===== config.mk =====
export PLATFORM = sky130hd
export DESIGN_NAME = ahbl_port_route
export DESIGN_NICKNAME = d
export VERILOG_FILES = /design/src/logic/ahbl_pkg.sv /design/src/logic/ahbl_port_route.sv
export SDC_FILE = /design/constraint.sdc
export NUM_CORES = 1
export LEC_CHECK = 0
export BUFFER_PORTS_ARGS = -buffer_cell sky130_fd_sc_hd__buf_2
export CAP_MARGIN = 10
export CORE_AREA = 2 2 143 145
export DETAILED_ROUTE_END_ITERATION = 10
export DIE_AREA = 0 0 145 147
export PLACE_DENSITY = 0.46
export SLEW_MARGIN = 20
export SYNTH_ARGS = -nofsm -noshare
export SYNTH_HDL_FRONTEND = slang
export SYNTH_SLANG_ARGS = --single-unit

===== constraint.sdc =====
create_clock -name vclk -period 0.9
set_input_delay 0.09 -clock vclk [all_inputs]
set_output_delay 0.09 -clock vclk [all_outputs]
set_load 0.01 [all_outputs]

===== src/logic/ahbl_pkg.sv =====
// Shared types for the two-master AHB-Lite slice; full-word transfers only, hburst and hmastlock carried but unused
package ahbl_pkg;

	// Bus geometry
	localparam int N_PORTS   = 2;
	localparam int W_ADDR    = 32;
	localparam int W_DATA    = 32;

	// SRAM slave depth in words and the byte address limit derived from it
	localparam int MEM_WORDS = 256;
	localparam int MEM_BYTES = MEM_WORDS * (W_DATA / 8);
	localparam int W_MEM_IDX = $clog2(MEM_WORDS);

	typedef logic [W_ADDR-1:0]    addr_t;
	typedef logic [W_DATA-1:0]    data_t;
	typedef logic [N_PORTS-1:0]   port_vec_t;
	typedef logic [7:0]           master_id_t;
	typedef logic [W_MEM_IDX-1:0] mem_idx_t;

	// Ports that are physically wired to a master
	localparam port_vec_t CONN_MASK = '1;

	typedef enum logic [1:0] {
		IDLE   = 2'b00,
		BUSY   = 2'b01,
		NONSEQ = 2'b10,
		SEQ    = 2'b11
	} htrans_e;

	// Only WORD is issued on this bus
	typedef enum logic [2:0] {
		BYTE = 3'b000,
		HALF = 3'b001,
		WORD = 3'b010
	} hsize_e;

	// One complete address phase as issued by a master
	typedef struct packed {
		addr_t      haddr;
		logic       hwrite;
		htrans_e    htrans;
		hsize_e     hsize;
		logic [2:0] hburst;
		logic [3:0] hprot;
		logic       hmastlock;
		logic       hexcl;
		master_id_t hmaster;
	} aphase_t;

	// Slave response toward a master
	typedef struct packed {
		logic hready_resp;
		logic hresp;
		logic hexokay;
	} rsp_t;

endpackage


===== src/logic/ahbl_port_route.sv =====
// Grant-driven muxes toward the slave and response fan-out toward the masters; grants must be one-hot
`timescale 1ns/1ps

module ahbl_port_route (
	input  ahbl_pkg::aphase_t   actual_aphase [ahbl_pkg::N_PORTS],
	input  ahbl_pkg::port_vec_t gnt_a,
	input  ahbl_pkg::port_vec_t gnt_d,
	input  ahbl_pkg::port_vec_t buf_valid,
	input  ahbl_pkg::data_t     src_hwdata [ahbl_pkg::N_PORTS],
	input  ahbl_pkg::rsp_t      slv_rsp,
	input  ahbl_pkg::data_t     slv_hrdata,
	output ahbl_pkg::aphase_t   dst_aphase,
	output ahbl_pkg::data_t     dst_hwdata,
	output ahbl_pkg::rsp_t      src_rsp [ahbl_pkg::N_PORTS],
	output ahbl_pkg::data_t     src_hrdata [ahbl_pkg::N_PORTS]
);

	// Master has an outstanding data phase with the arbiter, parked or live
	ahbl_pkg::port_vec_t in_dphase;

	assign in_dphase = buf_valid | gnt_d;

	// With no grant the slave sees an IDLE phase and zero write data
	always_comb begin
		dst_aphase = '0;
		dst_hwdata = '0;
		for (int i = 0; i < ahbl_pkg::N_PORTS; i++) begin
			if (gnt_a[i]) begin
				dst_aphase = actual_aphase[i];
			end
			if (gnt_d[i]) begin
				dst_hwdata = src_hwdata[i];
			end
		end
	end

	// Ready when idle toward the arbiter, or when owning the slave and the slave is ready
	always_comb begin
		for (int i = 0; i < ahbl_pkg::N_PORTS; i++) begin
			src_rsp[i].hready_resp = ~in_dphase[i] | (gnt_d[i] & slv_rsp.hready_resp);
			// Error only reaches the data phase owner
			src_rsp[i].hresp       = gnt_d[i] & slv_rsp.hresp;
			src_rsp[i].hexokay     = slv_rsp.hexokay;
			src_hrdata[i]          = slv_hrdata;
		end
	end

endmodule


==> metrics.cfg <==
[status]
status=finished with violations
violations=negative setup slack

[global_route]
grt_pass1_vias=2345
grt_use_total_pct=6.98
grt_pass1_wl_microns=11900
grt_max_degree=46
antenna_found_initial=1
grt_overflow=0

[power]
leakagePower_nw=1.61
pwr-share-clk_pct=0
power_density_nw_per_um2=527
p_int_uw=823
pwr-share-comb_pct=100.0
vdd_ir_drop_max_mv=0.174
switching_share_pct=44.7
pwr-share-seq_pct=0
finalPower_mw=1.49
power_switching_uw=666

[timing]
fin_tns_setup_ps=-2230
hold_violations=0
worst_pin_slew_ps=212
setup_slack_ps=-112
whs_ps=180
slew_headroom_pct=85.5
period_share_pct=112
rsz0062_at_grt=true
period_minus_slack_ps=1010
timing.fmax_mhz=989
setup_viol_count_final=48
slew_violations=0

[logic_synthesis]
yosys.area.top_type_share_pct=50.0
yosys.area.top_type=a22o_1
syn_area_per_cell_sq_um=7.91
synth_area_leaders=a22o_1 50%, buf_4 37%, buf_6 4.6%
syn-cell-area_sq_um=1470
synthesis.nets=401
netlist-cell-type-count=12
syn_inst=186
yosys_warnings=0
ys_seq_area_share_pct=0

[placement]
hpwl_microns=7480
pre_cts_ws_ps=-168
portBuffers=273
dp.cells=656
finalWeightedCongestion=0.768

[finish]
final_cell_mix=261 x buf_2, 81 x a22o_1, 12 x buf_6
syn_to_final_growth_pct=92.1
nFillCells=2267
n_clock_buffer=0
final_common_cell=buf_2
regArea_sq_um=0
nets=605
drive_gt1_share_pct=76.3
seq_cell_count=0
final_cells=659
multi_input_area_sq_um=871

[setup_path]
arrival_ps=920
worst-path-max-fanout=45
crit_type=input port to output port
end_kind=output port
setup.worst_path.start=gnt_a[1]
cp.required_ps=810
worstSetupEndpoint=dst_aphase[26]
worstSetupStartpointType=input port

[route]
route.detailed.drc=0
wire_per_inst_microns=12.7
wl_microns=8400
antenna_left=0
vias_per_cell=3.47
dr_total_vias=2284
first_iter_violations=34
dr.pass1.iters=4

[job]
maxCapViolCount=0

[floorplanning]
ios=372
die_area_sq_um=21300
rows=52
die-height_microns=147
initial_core_util_pct=7.41
die_w_microns=145
core_sq_um=19800

[clock_tree]
ctsHoldBuffers=0

[hold_path]
hp-class=input port to output port

==> cell type report <==
type / count / share of cell area (%)
well taps: 270 / 12.0
multi-input cells: 100 / 30.8
repair buffers: 287 / 57.0
diodes: 1 / 0.0885
inverters: 1 / 0.133
==> synthesized netlist by cell type <==
cell,number
nor2b_4,1
clkbuf_1,2
o21ai_1,4
buf_6,6
nand2_1,7
and2_1,2
nor2b_2,1
inv_1,1
buf_2,5
mux2i_1,1
buf_4,72
a22o_1,84
==> worst min path at each step <==
stage          depth (start not counted)             end      startpoint
5_1_grt                                0  src_hrdata[16]  slv_hrdata[16]
3_3_place_gp                           0  src_hrdata[16]  slv_hrdata[16]
4_1_cts                                0  src_hrdata[16]  slv_hrdata[16]
2_1_floorplan                          1      src_rsp[2]    buf_valid[1]
6_report                               0  src_hrdata[16]  slv_hrdata[16]
3_5_place_dp                           0  src_hrdata[16]  slv_hrdata[16]
==> power groups by stage <==
| stage | Sequential [mW] | Combinational [mW] | Clock, mW |
|---|---|---|---|
| 3_5_place_dp | 0 | 1.42 | 0 |
| 2_1_floorplan | 0 | 0.918 | 0 |
| 6_report | 0 | 1.49 | 0.000000149 |
| 3_3_place_gp | 0 | 1.43 | 0 |
| 5_1_grt | 0 | 1.60 | 0.000000149 |
| 4_1_cts | 0 | 1.49 | 0 |
==> through the flow <==
stage	area [sq um]	util, %
CTS	2800	14.1
floorplan	1470	-
global route	2830	14.2
finish	2830	14.2
detailed placement	2690	13.6
global placement	2690	13.6
==> routing by layer <==
| metal | vias up | GRT usage (%) | routed length (microns) |
|---|---|---|---|
| met4 | 0 | 2.13 | 286 |
| met2 | 266 | 14.5 | 4410 |
| li1 | 1051 | - | - |
| met1 | 957 | 5.81 | 2530 |
| met3 | 10 | 3.04 | 1180 |
| met5 | - | 0 | 0 |
==> timing repair <==
action                                  in CTS  in global routing
resized for setup                           24                  6
endpoints found under the setup margin      62                 67
pin swaps                                    3                  1
setup buffers                                2                  1
==> worst max-delay path, cell delays in order <==
cell,delay [ps]
buf_8,100
nor2b_4,140
buf_12,230
a22o_1,190
buf_2,140
==> cell families (layout without fill, tap and decap cells) <==
group	after synthesis	in the layout	share of synthesized area [%]
AND/OR/NAND/NOR	11	11	4.17
AO/OA/AOI/OAI	88	88	51.4
buffers and inverters	86	288	43.8
other	0	1	0
multiplexers	1	1	0.680
Power figures use the tool's default switching activity.
