**src/logic/ahbl_pkg.sv**
```systemverilog
// Shared types for the two-master AHB-Lite slice; full-word transfers only, hburst and hmastlock carried but unused
package ahbl_pkg;

	// Bus geometry
	localparam int N_PORTS   = 2;
	localparam int W_ADDR    = 32;
	localparam int W_DATA    = 32;

	// SRAM slave depth in words and the byte address limit derived from it
	localparam int MEM_WORDS = 256;
	localparam int MEM_BYTES = MEM_WORDS * (W_DATA / 8);
	localparam int W_MEM_IDX = $clog2(MEM_WORDS);

	typedef logic [W_ADDR-1:0]    addr_t;
	typedef logic [W_DATA-1:0]    data_t;
	typedef logic [N_PORTS-1:0]   port_vec_t;
	typedef logic [7:0]           master_id_t;
	typedef logic [W_MEM_IDX-1:0] mem_idx_t;

	// Ports that are physically wired to a master
	localparam port_vec_t CONN_MASK = '1;

	typedef enum logic [1:0] {
		IDLE   = 2'b00,
		BUSY   = 2'b01,
		NONSEQ = 2'b10,
		SEQ    = 2'b11
	} htrans_e;

	// Only WORD is issued on this bus
	typedef enum logic [2:0] {
		BYTE = 3'b000,
		HALF = 3'b001,
		WORD = 3'b010
	} hsize_e;

	// One complete address phase as issued by a master
	typedef struct packed {
		addr_t      haddr;
		logic       hwrite;
		htrans_e    htrans;
		hsize_e     hsize;
		logic [2:0] hburst;
		logic [3:0] hprot;
		logic       hmastlock;
		logic       hexcl;
		master_id_t hmaster;
	} aphase_t;

	// Slave response toward a master
	typedef struct packed {
		logic hready_resp;
		logic hresp;
		logic hexokay;
	} rsp_t;

endpackage

```
**src/logic/ahbl_aphase_buf.sv**
```systemverilog
// Per-port address phase holding registers; one outstanding parked phase per master at most
`timescale 1ns/1ps

module ahbl_aphase_buf (
	input  logic                clk,
	input  logic                rst_n,
	input  ahbl_pkg::aphase_t   src_aphase [ahbl_pkg::N_PORTS],
	input  ahbl_pkg::port_vec_t buf_wen,
	input  ahbl_pkg::port_vec_t buf_clr,
	output ahbl_pkg::aphase_t   actual_aphase [ahbl_pkg::N_PORTS],
	output ahbl_pkg::port_vec_t buf_valid
);

	ahbl_pkg::aphase_t buf_q [ahbl_pkg::N_PORTS];

	// Load wins over clear, the arbiter never asserts both for one port
	always_ff @(posedge clk or negedge rst_n) begin
		if (!rst_n) begin
			buf_valid <= '0;
		end else begin
			for (int i = 0; i < ahbl_pkg::N_PORTS; i++) begin
				if (buf_wen[i]) begin
					buf_valid[i] <= 1'b1;
				end else if (buf_clr[i]) begin
					buf_valid[i] <= 1'b0;
				end
			end
		end
	end

	// Parked address phase payload
	always_ff @(posedge clk) begin
		for (int i = 0; i < ahbl_pkg::N_PORTS; i++) begin
			if (buf_wen[i]) begin
				buf_q[i] <= src_aphase[i];
			end
		end
	end

	// A parked phase takes precedence over whatever the master drives now
	always_comb begin
		for (int i = 0; i < ahbl_pkg::N_PORTS; i++) begin
			actual_aphase[i] = buf_valid[i] ? buf_q[i] : src_aphase[i];
		end
	end

	// A master stalled on its parked phase cannot end another address phase
	a_no_overwrite: assert property (
		@(posedge clk) disable iff (!rst_n)
		(buf_wen & buf_valid) == '0
	) else $error("address phase buffer overwritten while valid");

endmodule

```
**config.mk**
```make
export PLATFORM = sky130hd
export DESIGN_NAME = ahbl_aphase_buf
export DESIGN_NICKNAME = d
export VERILOG_FILES = /design/src/logic/ahbl_pkg.sv /design/src/logic/ahbl_aphase_buf.sv
export SDC_FILE = /design/constraint.sdc
export NUM_CORES = 1
export LEC_CHECK = 0
export BUFFER_PORTS_ARGS = -buffer_cell sky130_fd_sc_hd__buf_4
export CAP_MARGIN = 10
export CORE_MARGIN = 2
export CORE_UTILIZATION = 45
export CTS_BUF_LIST = sky130_fd_sc_hd__clkbuf_4 sky130_fd_sc_hd__clkbuf_8
export DETAILED_ROUTE_END_ITERATION = 8
export PLACE_DENSITY = 0.85
export SLEW_MARGIN = 40
export SYNTH_ARGS = -nofsm -noshare
export SYNTH_HDL_FRONTEND = slang
export SYNTH_SLANG_ARGS = --single-unit
```
**constraint.sdc**
```tcl
create_clock -name clk -period 1.3 [get_ports clk]
set_input_delay 0.13 -clock clk [delete_from_list [all_inputs] [get_ports clk]]
set_output_delay 0.13 -clock clk [all_outputs]
set_load 0.02 [all_outputs]
```
==> summary.txt <==
Routed wire per std cell: 21.5 um
Area Growth Syn to Fin: 82.8%
post-DR vias/cell: 5.03
Setup crit end: actual_aphase[29]
Synth Flop Type: edfxtp_1
WL final: 16.2 mm
DP Area: 6990 um2
reg2reg setup slack: 0.28 ns
Setup WS post-layout: -0.428 ns
Setup-failing EPs final: 112
vias: 3783
sequential element share of the synthesized area: 66.7%
worst r2r src: buf_valid[1]
Final Cell Area: 9200 um2
chip width: 110 um
Ports: 228
number of antenna violations at the first check in global routing: 0
final hold viol count: 0
post-route ant nets: 0
final worst path period share: 133%
DRC viols: 0
Crit path arrival time: 1.60 ns
slew at the pin closest to its max-slew limit: 0.290 ns
required time of the critical path: 1.17 ns
Placer Congestion: 0.775
DIE AREA: 12000 um2
Hold Path Class: input pin to flip-flop
Static Leak: 4.13 nW
Yosys Warn Count: 0
later-pin clock latency in the skew report: 0.37 ns
ranking of synthesized cells by area: edfxtp_1 (66%), mux2_4 (23%), mux2_2 (7.2%)
Synth top area share: 65.7%
Starting Density: 46.2%
layout cells sized above 1: 63.2%
first-pass GRT wire length: 21.1 mm
diode count: 0
total CTS buffers: 9
core box area: 10900 um2
leading area contributor after synthesis: edfxtp_1
vias in the first global route: 3983
Max FO, Critical Path: 6
Fillers: 471
Setup crit start kind: flip-flop
Crit. End Element: output pin
TritonCTS clock tree: built
RSZ-0062 raised after global routing: yes
synthesized instance count: 238
fmax: 0.579 GHz
pin count of the biggest net entering global routing: 28
1st-iter DRT viols: 140
register area: 3360 um2
multi-input gate area in the final layout: 1630 um2
violated checks: setup timing
asr flop ratio synth: 1.79%
Row Count: 38
Post-Route Skew: 0 ns
Tot GR Track Use: 24.2%
Post-synth EDFFs: 110
drt first pass iters: 4
crit path from: buf_valid[1]
crit path time final: 1.73 ns
clk slew on worst S/H paths: 0.10 ns
grt ovf: 0
Max-Slew Margin vs Limit: 80.7%
CP Class: flip-flop to output pin
CTS Buffer Depth: 2
top cells by count, synth: edfxtp_1 (110), mux2_4 (78), mux2_2 (32), buf_6 (10)
port bufs: 227
Final Max Tran Viols: 0
Yosys reg bits: 112
most common cell in the synthesized netlist: edfxtp_1
Reg2Reg Depth: 3
# nets final: 723
CTS Sinks: 112
max-cap viol count: 0
synth unique cells: 8
PwrDens: 1050 nW/um2
synthesized area per cell: 21.1 um2
htree depth: 3
area of the mapped netlist: 5030 um2
Root Driver: clkbuf_8
syn_nets: 354
status: finished, violations left
DP HPWL: 8.68 mm
chip height: 110 um
total power: 9.64 mW
capture point of the worst reg-to-reg path: buf_valid[1]
worst vdd ir: 0.677 mV
[final cells by class]
| class | count | share of cell area [%] |
|---|---|---|
| repair buffers | 370 | 41.5 |
| flip-flops and latches | 112 | 36.5 |
| inverters | 2 | 0.0816 |
| clock inverters | 3 | 0.435 |
| well taps | 140 | 1.91 |
| clock buffers | 13 | 1.81 |
| multi-input cells | 112 | 17.8 |
[logic make-up after synthesis]
kind of cell,after synthesis,synth area share [%]
flops,112,66.7
mux,110,30.4
buf+inv,14,2.59
compound gates,2,0.298
[worst min-delay path by stage]
stage          startpoint      endpoint  slack [ns]  depth (start not counted)
2_1_floorplan       rst_n  buf_valid[0]       -0.17                          0
3_3_place_gp        rst_n  buf_valid[0]       -0.08                          1
6_report       buf_clr[1]  buf_valid[1]        0.05                          3
4_1_cts        buf_clr[1]  buf_valid[1]        0.02                          3
3_5_place_dp        rst_n  buf_valid[0]       -0.08                          1
5_1_grt        buf_clr[1]  buf_valid[1]        0.07                          3
[stage by stage]
stage | utilization, % | setup WS, ns | setup TNS (ns) | hold slack (ns) | instances
finish | 84.5 | -0.428 | -43.62 | 0.0505 | 752
global route | 84.5 | -0.452 | -47.50 | 0.0727 | 752
CTS | 81.1 | -0.440 | -43.24 | 0.0197 | 740
detailed placement | 64.2 | -0.0229 | -0.204 | -0.0764 | 607
global placement | 64.2 | 0.0136 | 0 | -0.0770 | 607
floorplan | - | 0.0239 | 0 | -0.166 | 238
[what timing repair did]
action,4_1_cts,5_1_grt
setup buffers,3,5
cloned,4,7
resized for setup,109,39
hold endpoints to repair,112,0
setup endpoints to repair,112,112
hold buffers,111,0
[layout by cell type (no fill, tap or decap), types with 5 or more instances in the layout]
| cell type | instances |
|---|---|
| buf_4 | 128 |
| dlygate4sd3_1 | 111 |
| edfxtp_1 | 110 |
| buf_6 | 105 |
| mux2_4 | 101 |
| clkbuf_8 | 11 |
| buf_12 | 10 |
| mux2_2 | 9 |
| clkbuf_16 | 6 |
| buf_16 | 5 |
| buf_8 | 5 |
[registers in the layout, indices dropped and copies added, names as in the netlist]
| signal | flops |
|---|---|
| buf_q | 110 |
| buf_valid | 2 |
[report_power, final]
group / switching [mW] / internal [mW]
logic: 1.25 / 1.82
clock network: 1.16 / 1.04
registers: 0.104 / 4.28
total: 2.50 / 7.14
[worst max-delay path, cell delays in order (launching register included)]
cell and delay [ns]:
dfrtp_2 0.45, buf_8 0.16, clkbuf_16 0.16, mux2_4 0.31, buf_6 0.13
[per-layer routing]
layer | vias up | wire length (um) | global-route usage [%]
met1 | 1916 | 5900 | 26.5
met4 | 0 | 537 | 10.3
met3 | 37 | 645 | 3.68
met2 | 159 | 9120 | 46.0
li1 | 1671 | - | -
met5 | - | 0 | 0
(Power assumes the default switching activity.)
