### src/logic/ahbl_pkg.sv
// Shared types for the two-master AHB-Lite slice; full-word transfers only, hburst and hmastlock carried but unused
package ahbl_pkg;

	// Bus geometry
	localparam int N_PORTS   = 2;
	localparam int W_ADDR    = 32;
	localparam int W_DATA    = 32;

	// SRAM slave depth in words and the byte address limit derived from it
	localparam int MEM_WORDS = 256;
	localparam int MEM_BYTES = MEM_WORDS * (W_DATA / 8);
	localparam int W_MEM_IDX = $clog2(MEM_WORDS);

	typedef logic [W_ADDR-1:0]    addr_t;
	typedef logic [W_DATA-1:0]    data_t;
	typedef logic [N_PORTS-1:0]   port_vec_t;
	typedef logic [7:0]           master_id_t;
	typedef logic [W_MEM_IDX-1:0] mem_idx_t;

	// Ports that are physically wired to a master
	localparam port_vec_t CONN_MASK = '1;

	typedef enum logic [1:0] {
		IDLE   = 2'b00,
		BUSY   = 2'b01,
		NONSEQ = 2'b10,
		SEQ    = 2'b11
	} htrans_e;

	// Only WORD is issued on this bus
	typedef enum logic [2:0] {
		BYTE = 3'b000,
		HALF = 3'b001,
		WORD = 3'b010
	} hsize_e;

	// One complete address phase as issued by a master
	typedef struct packed {
		addr_t      haddr;
		logic       hwrite;
		htrans_e    htrans;
		hsize_e     hsize;
		logic [2:0] hburst;
		logic [3:0] hprot;
		logic       hmastlock;
		logic       hexcl;
		master_id_t hmaster;
	} aphase_t;

	// Slave response toward a master
	typedef struct packed {
		logic hready_resp;
		logic hresp;
		logic hexokay;
	} rsp_t;

endpackage

### src/logic/ahbl_arb_ctrl.sv
// Strict-priority arbiter control that assumes each master ties src_hready to its own hready_resp
`timescale 1ns/1ps

module ahbl_arb_ctrl (
	input  logic                clk,
	input  logic                rst_n,
	input  ahbl_pkg::aphase_t   actual_aphase [ahbl_pkg::N_PORTS],
	input  ahbl_pkg::port_vec_t src_hready,
	input  logic                slv_hready_resp,
	output ahbl_pkg::port_vec_t gnt_a,
	output ahbl_pkg::port_vec_t gnt_d,
	output ahbl_pkg::port_vec_t buf_wen,
	output ahbl_pkg::port_vec_t buf_clr,
	output logic                dst_hready
);

	ahbl_pkg::port_vec_t req;
	ahbl_pkg::port_vec_t aphase_ends;
	ahbl_pkg::port_vec_t gnt_taken;

	// NONSEQ and SEQ both have htrans[1] set
	always_comb begin
		for (int i = 0; i < ahbl_pkg::N_PORTS; i++) begin
			req[i] = actual_aphase[i].htrans[1] & ahbl_pkg::CONN_MASK[i];
		end
	end

	// Isolate the lowest set bit, which is the highest priority requester
	assign gnt_a = req & (~req + ahbl_pkg::port_vec_t'(1));

	// Slave-side hready follows the slave only while some port owns the data phase
	assign dst_hready = (|gnt_d) ? slv_hready_resp : 1'b1;

	// Address phase is handed to the slave this cycle
	assign gnt_taken = gnt_a & {ahbl_pkg::N_PORTS{dst_hready}};

	// A master finishes its address phase on its own hready
	assign aphase_ends = req & src_hready;

	// Phases that end without reaching the slave are parked in the buffer
	assign buf_wen = aphase_ends & ~gnt_taken;

	// Granted buffers are consumed on the same edge that starts their data phase
	assign buf_clr = gnt_taken;

	// Data phase owner only moves on when the slave is ready
	always_ff @(posedge clk or negedge rst_n) begin
		if (!rst_n) begin
			gnt_d <= '0;
		end else if (dst_hready) begin
			gnt_d <= gnt_a;
		end
	end

	// At most one owner in each phase
	a_gnt_onehot: assert property (
		@(posedge clk) disable iff (!rst_n)
		$onehot0(gnt_a) && $onehot0(gnt_d)
	) else $error("arbiter grant is not one-hot");

	// The data phase owner sees a slave stall on its own hready
	a_owner_stalled: assert property (
		@(posedge clk) disable iff (!rst_n)
		!slv_hready_resp |-> (gnt_d & src_hready) == '0
	) else $error("data phase owner ended an address phase during a slave stall");

	// The slave may only stall a data phase that some port owns
	a_stall_owned: assert property (
		@(posedge clk) disable iff (!rst_n)
		!slv_hready_resp |-> |gnt_d
	) else $error("slave stalled with no data phase owner");

endmodule

### config.mk
export PLATFORM = sky130hd
export DESIGN_NAME = ahbl_arb_ctrl
export DESIGN_NICKNAME = d
export VERILOG_FILES = /design/src/logic/ahbl_pkg.sv /design/src/logic/ahbl_arb_ctrl.sv
export SDC_FILE = /design/constraint.sdc
export NUM_CORES = 1
export LEC_CHECK = 0
export BUFFER_PORTS_ARGS = -buffer_cell sky130_fd_sc_hd__buf_2
export CAP_MARGIN = 5
export CORE_MARGIN = 5
export CORE_UTILIZATION = 10
export CTS_CLUSTER_DIAMETER = 30
export DETAILED_ROUTE_END_ITERATION = 7
export GPL_TIMING_DRIVEN = 0
export PLACE_DENSITY = 0.95
export REMOVE_ABC_BUFFERS = 1
export SLEW_MARGIN = 20
export SYNTH_ARGS = -nofsm -noshare
export SYNTH_HDL_FRONTEND = slang
export SYNTH_SLANG_ARGS = --single-unit
### constraint.sdc
create_clock -name clk -period 0.9 [get_ports clk]
set_input_delay 0.045 -clock clk [delete_from_list [all_inputs] [get_ports clk]]
set_output_delay 0.045 -clock clk [all_outputs]
set_load 0.01 [all_outputs]
==> results of run 1 <==
-- area by class of cell --
| type | count | area share (%) |
|---|---|---|
| Inverter | 1 | 1.224 |
| Tap cell | 15 | 6.122 |
| Sequential cell | 2 | 16.33 |
| Clock buffer | 3 | 7.347 |
| Timing Repair Buffer | 19 | 41.22 |
| Multi-Input combinational cell | 12 | 27.76 |
-- worst max path at each step --
stage,cells past startpoint,endpoint,startpoint,slack [ns]
finish,3,buf_clr[0],gnt_d[1],-0.22
CTS,3,buf_clr[1],gnt_d[0],-0.22
detailed placement,3,buf_clr[0],gnt_d[1],-0.01
global placement,3,buf_clr[1],gnt_d[1],0.02
global route,3,buf_clr[1],gnt_d[1],-0.25
floorplan,2,buf_clr[1],gnt_d[1],0.03
-- cell usage after synthesis --
| cell type | number | area [µm²] |
|---|---|---|
| o21bai_4 | 1 | 18.77 |
| nand2_1 | 2 | 7.510 |
| inv_1 | 1 | 3.750 |
| nand2b_1 | 1 | 6.260 |
| o21ai_1 | 1 | 5.000 |
| a21oi_1 | 1 | 5.000 |
| and2_1 | 2 | 12.51 |
| nor2b_2 | 1 | 8.760 |
| buf_4 | 1 | 7.510 |
| a21o_1 | 1 | 7.510 |
| dfrtp_1 | 2 | 50.05 |
| nor2_1 | 1 | 3.750 |
| and2b_1 | 1 | 7.510 |
-- layer usage --
layer,wire length (µm),vias up
li1,-,93
met5,0,-
met3,69,4
met4,25,0
met2,246,18
met1,162,86
-- kinds of logic after synthesis --
group | Yosys count
compound gates | 4
buf+inv | 2
flops | 2
simple gates | 8
-- power groups by stage --
stage	Sequential, mW	Clock [mW]	Combinational [mW]
after floorplan	0.116	0	0.0432
after global placement	0.112	0	0.0952
after detailed placement	0.112	0	0.0989
after CTS	0.110	0.207	0.119
after global routing	0.111	0.209	0.156
final	0.109	0.198	0.142
-- critical path: cells and delay by family, from the launching register on --
family          cells  cell delay (ns)
simple gates        1             0.17
buf+inv             1             0.09
flops               1             0.40
compound gates      1             0.19
-- stage by stage --
stage	util [%]	TNS (ns)
final	22.98	-1.114
after global routing	22.98	-1.446
after CTS	20.92	-0.9416
after detailed placement	17.26	-0.01134
after global placement	17.26	0
after floorplan	-	0
-- timing repair --
| action | 4_1_cts | 5_1_grt |
|---|---|---|
| hold endpoints to repair | 2 | 0 |
| endpoints found under the setup margin | 5 | 7 |
| gates resized for setup | 2 | 2 |
| hold buffers | 1 | 0 |
| pin swaps | 2 | 2 |
| buffers inserted | 1 | 2 |
==> metrics, run 1 <==
CTS tree=built; Final Hold Violating Endpoints=0; slew of the pin with the lowest slew margin=0.1558 ns; Clock transition at path regs=0.03 ns; multi-input logic area=85.08 µm²; I/O pin cnt=124; P&R area growth vs syn=113.0%; Worst setup EP type=primary output; reg2reg end=gnt_d[1]; hold_ws=0.1391 ns; Core Region=1334 µm²; R2R depth=3; Logic pwr share=31.7%; initial core utilization=10.79%; GR met3 Demand/Resource=1.128%; Synth Warn #=0; Worst Path Arrival=1.08 ns; net switching power=0.1204 mW; commonest non-fill, non-tap cell in the layout=buf_2; # Max-Cap Violations=0; number of DRC markers in iteration 0=1; VDD IR max=0.0005104 V; Layout Nets=154; routed vias/inst=3.865; Syn Inst Count=16; max reg flops=2; multiplexer area fraction after synthesis=0%; Cell variety after synth=13; commonest cells after routing, fill and taps aside=buf_2 (12), clkbuf_4 (3), buf_6 (3), buf_4 (3); Rel. slew slack=89.59%; Post-Layout Cell Count=52; post-route cell area=306.5 µm²; CTS root buffer=clkbuf_4; initial antenna violation count=0; cell count after placement=45; Area after DPL=230.2 µm²; top flop regs=gnt_d (2); flop2flop setup slack=-0.07 ns; total power=0.4501 mW; Syn Area/Cell=8.993 µm²; std cell rows=13; status=finished, violations left; critical path peak fanout=5; met2 Use GR=10.03%; sequential area share after synthesis=34.78%; Critical-path top delay cell=dfrtp_1; Die ar.=2297 µm²; met1 GRT Util=4.176%; vias in the first global route=235; die width=47.93 µm; Post-Synth Adder-Cell Area=0%; largest net degree at the start of global routing=6; global placer's final weighted congestion=0.7510; buffer depth of the longest clock path=2; pwr/cell area=1468 nW/µm²; fill count=157; Required @ worst endpoint=0.85 ns; Sw Share=26.75%; share of cells above drive strength 1=64.86%; synthesized cell area=143.9 µm²; critical path, cell by cell=o21bai_4 -> and2_4 -> buf_6; TritonRoute pass-1 iters=3; GRT overflow=0; DRC violations left=0; first-pass GRT wire length=807 µm; WL final=503 µm; Vias=201; antenna-violating nets left=0; Static Leak=0.1732 nW; H-tree depth=1; WL per Instance=9.673 µm; Inserted Diodes=0; internal power=0.3297 mW; final period utilization=124.5%; worst stage delay on the critical path=0.40 ns; register area=50.05 µm²; Post-Synth Simple-Gate Area=32.17%; HP Class=input pin to asynchronous set/reset pin; CTS Buf Count=3; Compound-Gate Fraction of Synth Area=25.22%; GRT Max-Usage Layer=met2; worst setup path class=flop to primary output; # clock sinks=2; largest family of logic cells by synthesized area=simple AND/OR/NAND/NOR gates; largest reg by FF count=gnt_d; beginning of the worst register-to-register path=gnt_d[1]; Setup WS pre-CTS=-0.01134 ns; latest clock arrival within the worst-skew pair=0.23 ns; shortest period the worst path allows=1.121 ns; RSZ-0062 raised after global routing=true; top achievable clock speed=892.3 MHz; setup slack after layout=-0.2207 ns; Sequential Power Share=24.3%; xor-xnor portion of the synthesized cell area=0%; Port Buffer Count=15; Critical Path Start Type=flop; Setup-failing EPs final=9; clock share of power=44.0%; pins over their slew limit=0; violated checks=negative setup slack; Yosys reg bits=2; die height=47.93 µm; GRT Overall Usage=5.656%; Final Skew=0.003776 ns
(Power assumes the default switching activity.)
==> run 2, diff against run 1 <==
==> constraint.sdc (replaced) <==
create_clock -name clk -period 1.1 [get_ports clk]
set_input_delay 0.055 -clock clk [delete_from_list [all_inputs] [get_ports clk]]
set_output_delay 0.055 -clock clk [all_outputs]
set_load 0.01 [all_outputs]
==> metrics, run 2 (synthesized netlist as in run 1, its figures left out) <==
status=finished, violations left (unchanged); violated checks=negative setup slack (unchanged); beginning of the worst register-to-register path=gnt_d[1] (unchanged); largest net degree at the start of global routing=6 (unchanged); latest clock arrival within the worst-skew pair=0.22 ns (was 0.23 ns); antenna-violating nets left=0 (unchanged); Static Leak=0.1645 nW (was 0.1732 nW); share of the core filled with cells=21.48% (was 22.98%); Logic pwr share=28.8% (was 31.7%); critical path peak fanout=5 (unchanged); WL per Instance=9.431 µm (was 9.673 µm); top flop regs=gnt_d (2) (unchanged); P&R area growth vs syn=99.13% (was 113.0%); commonest non-fill, non-tap cell in the layout=buf_2 (unchanged); VDD IR max=0.0004155 V (was 0.0005104 V); RSZ-0062 raised after global routing=true (unchanged); worst setup path class=flop to primary output (unchanged); max reg flops=2 (unchanged); TritonRoute pass-1 iters=3 (unchanged); Sum Neg Setup Slack=-0.04135 ns (was -1.114 ns); I/O pin cnt=124 (unchanged); Sw Share=26.77% (was 26.75%); Core Region=1334 µm² (unchanged); number of DRC markers in iteration 0=1 (unchanged); initial core utilization=10.79% (unchanged); cell count after placement=45 (unchanged); Hold Path Cell Cnt=3; Worst Path Arrival=1.07 ns (was 1.08 ns); Final Skew=0.002051 ns (was 0.003776 ns); share of cells above drive strength 1=63.89% (was 64.86%); Final Hold Violating Endpoints=0 (unchanged); pwr/cell area=1228 nW/µm² (was 1468 nW/µm²); Post-Layout Cell Count=51 (was 52); fill count=161 (was 157); Clock transition at path regs=0.03 ns (about the same); Required @ worst endpoint=1.04 ns (was 0.85 ns); shortest period the worst path allows=1.121 ns; critical hold path startpoint=actual_aphase[76]; # clock sinks=2 (unchanged); total power=0.3519 mW (was 0.4501 mW); GRT overflow=0 (unchanged); slew of the pin with the lowest slew margin=0.1500 ns (was 0.1558 ns); Setup-failing EPs final=2 (was 9); Setup WS pre-CTS=0.1787 ns (was -0.01134 ns); std cell rows=13 (unchanged); initial antenna violation count=0 (unchanged); CTS Buf Count=3 (unchanged); flop2flop setup slack=0.13 ns (was -0.07 ns); HP Class=input pin to flop (was input pin to asynchronous set/reset pin); largest reg by FF count=gnt_d (unchanged); Hold EP=gnt_d[0]; top achievable clock speed=892.2 MHz; Inserted Diodes=0 (unchanged); Port Buffer Count=15 (unchanged); internal power=0.2577 mW (was 0.3297 mW); R2R depth=3 (unchanged); first-pass GRT wire length=807 µm (unchanged); final period utilization=101.9%; die width=47.93 µm (unchanged); DRC violations left=0 (unchanged); setup slack after layout=-0.02088 ns (was -0.2207 ns); routed vias/inst=3.863 (was 3.865); GRT Overall Usage=5.656% (unchanged); Layout Nets=153 (was 154); pins over their slew limit=0 (unchanged); Area after DPL=230.2 µm² (unchanged); Vias=197 (was 201); post-route cell area=286.5 µm² (was 306.5 µm²); net switching power=0.09420 mW (was 0.1204 mW); Worst setup EP type=primary output (unchanged); Die ar.=2297 µm² (unchanged); CTS tree=built (unchanged); WL final=481 µm (was 503 µm); Critical Path Start Type=flop (unchanged); hold_ws=0.1429 ns (was 0.1391 ns); clock share of power=45.8% (was 44.0%); CTS root buffer=clkbuf_4 (unchanged); CP startpoint=gnt_d[1] (unchanged); H-tree depth=1 (unchanged); # Max-Cap Violations=0 (unchanged); Rel. slew slack=89.98% (was 89.59%); Sequential Power Share=25.4% (was 24.3%); global placer's final weighted congestion=0.7510 (unchanged); vias in the first global route=233 (was 235); die height=47.93 µm (unchanged); reg2reg end=gnt_d[1] (unchanged); commonest cells after routing, fill and taps aside=buf_2 (14), clkbuf_4 (3), nand2_1 (2), dfrtp_1 (2), buf_4 (2) (was buf_2 (12), clkbuf_4 (3), buf_6 (3), buf_4 (3)); buffer depth of the longest clock path=2 (unchanged)
## run 2: cell count changes in the layout (fill, tap and decap cells not counted)
cell   before  now
buf_4       3    2
buf_2      12   14
buf_6       3    1
## run 2: layout make-up
class	count	area, µm²	area share, %
timing repair buffer	18	106.4	37.12
tap	15	18.77	6.550
multi-input combinational	12	85.08	29.69
clock buffer	3	22.52	7.860
inverter	1	3.754	1.310
sequential	2	50.05	17.47
## run 2: worst max-delay path by stage
| stage | end | slack (ns) | cells after the start |
|---|---|---|---|
| after floorplan | buf_clr[1] | 0.22 | 2 |
| after global placement | buf_clr[1] | 0.21 | 3 |
| after detailed placement | buf_clr[0] | 0.18 | 3 |
| after CTS | buf_clr[1] | -0.03 | 3 |
| after global routing | buf_clr[1] | -0.06 | 3 |
| final | buf_clr[0] | -0.02 | 3 |
## run 2: worst max-delay path: stages, from the launching register on
cell and delay, ns:
dfrtp_1 0.39, o21bai_4 0.19, and2_4 0.17, buf_6 0.09
## run 2: power groups by stage
stage                     combinational (mW)  sequential [mW]  clock, mW
after floorplan                       0.0354           0.0945          0
after global placement                0.0779           0.0916          0
after detailed placement              0.0809           0.0916          0
after CTS                             0.0972           0.0898      0.169
after global routing                   0.112           0.0904      0.166
final                                  0.101           0.0895      0.161
## run 2: timing repair
item	CTS	global route
pin swaps	2	2
setup buffers	1	1
gates resized for setup	2	0
hold buffers	1	0
endpoints found under the hold margin	2	0
setup endpoints to repair	2	4
## run 2: per-layer routing
| metal | vias to the layer above | part of all wire [%] | GRT usage [%] |
|---|---|---|---|
| met3 | 4 | 13 | 1.128 |
| met2 | 18 | 49 | 10.03 |
| li1 | 91 | - | - |
| met4 | 0 | 5.2 | 8.065 |
| met1 | 84 | 33 | 4.176 |
| met5 | - | 0 | 0 |
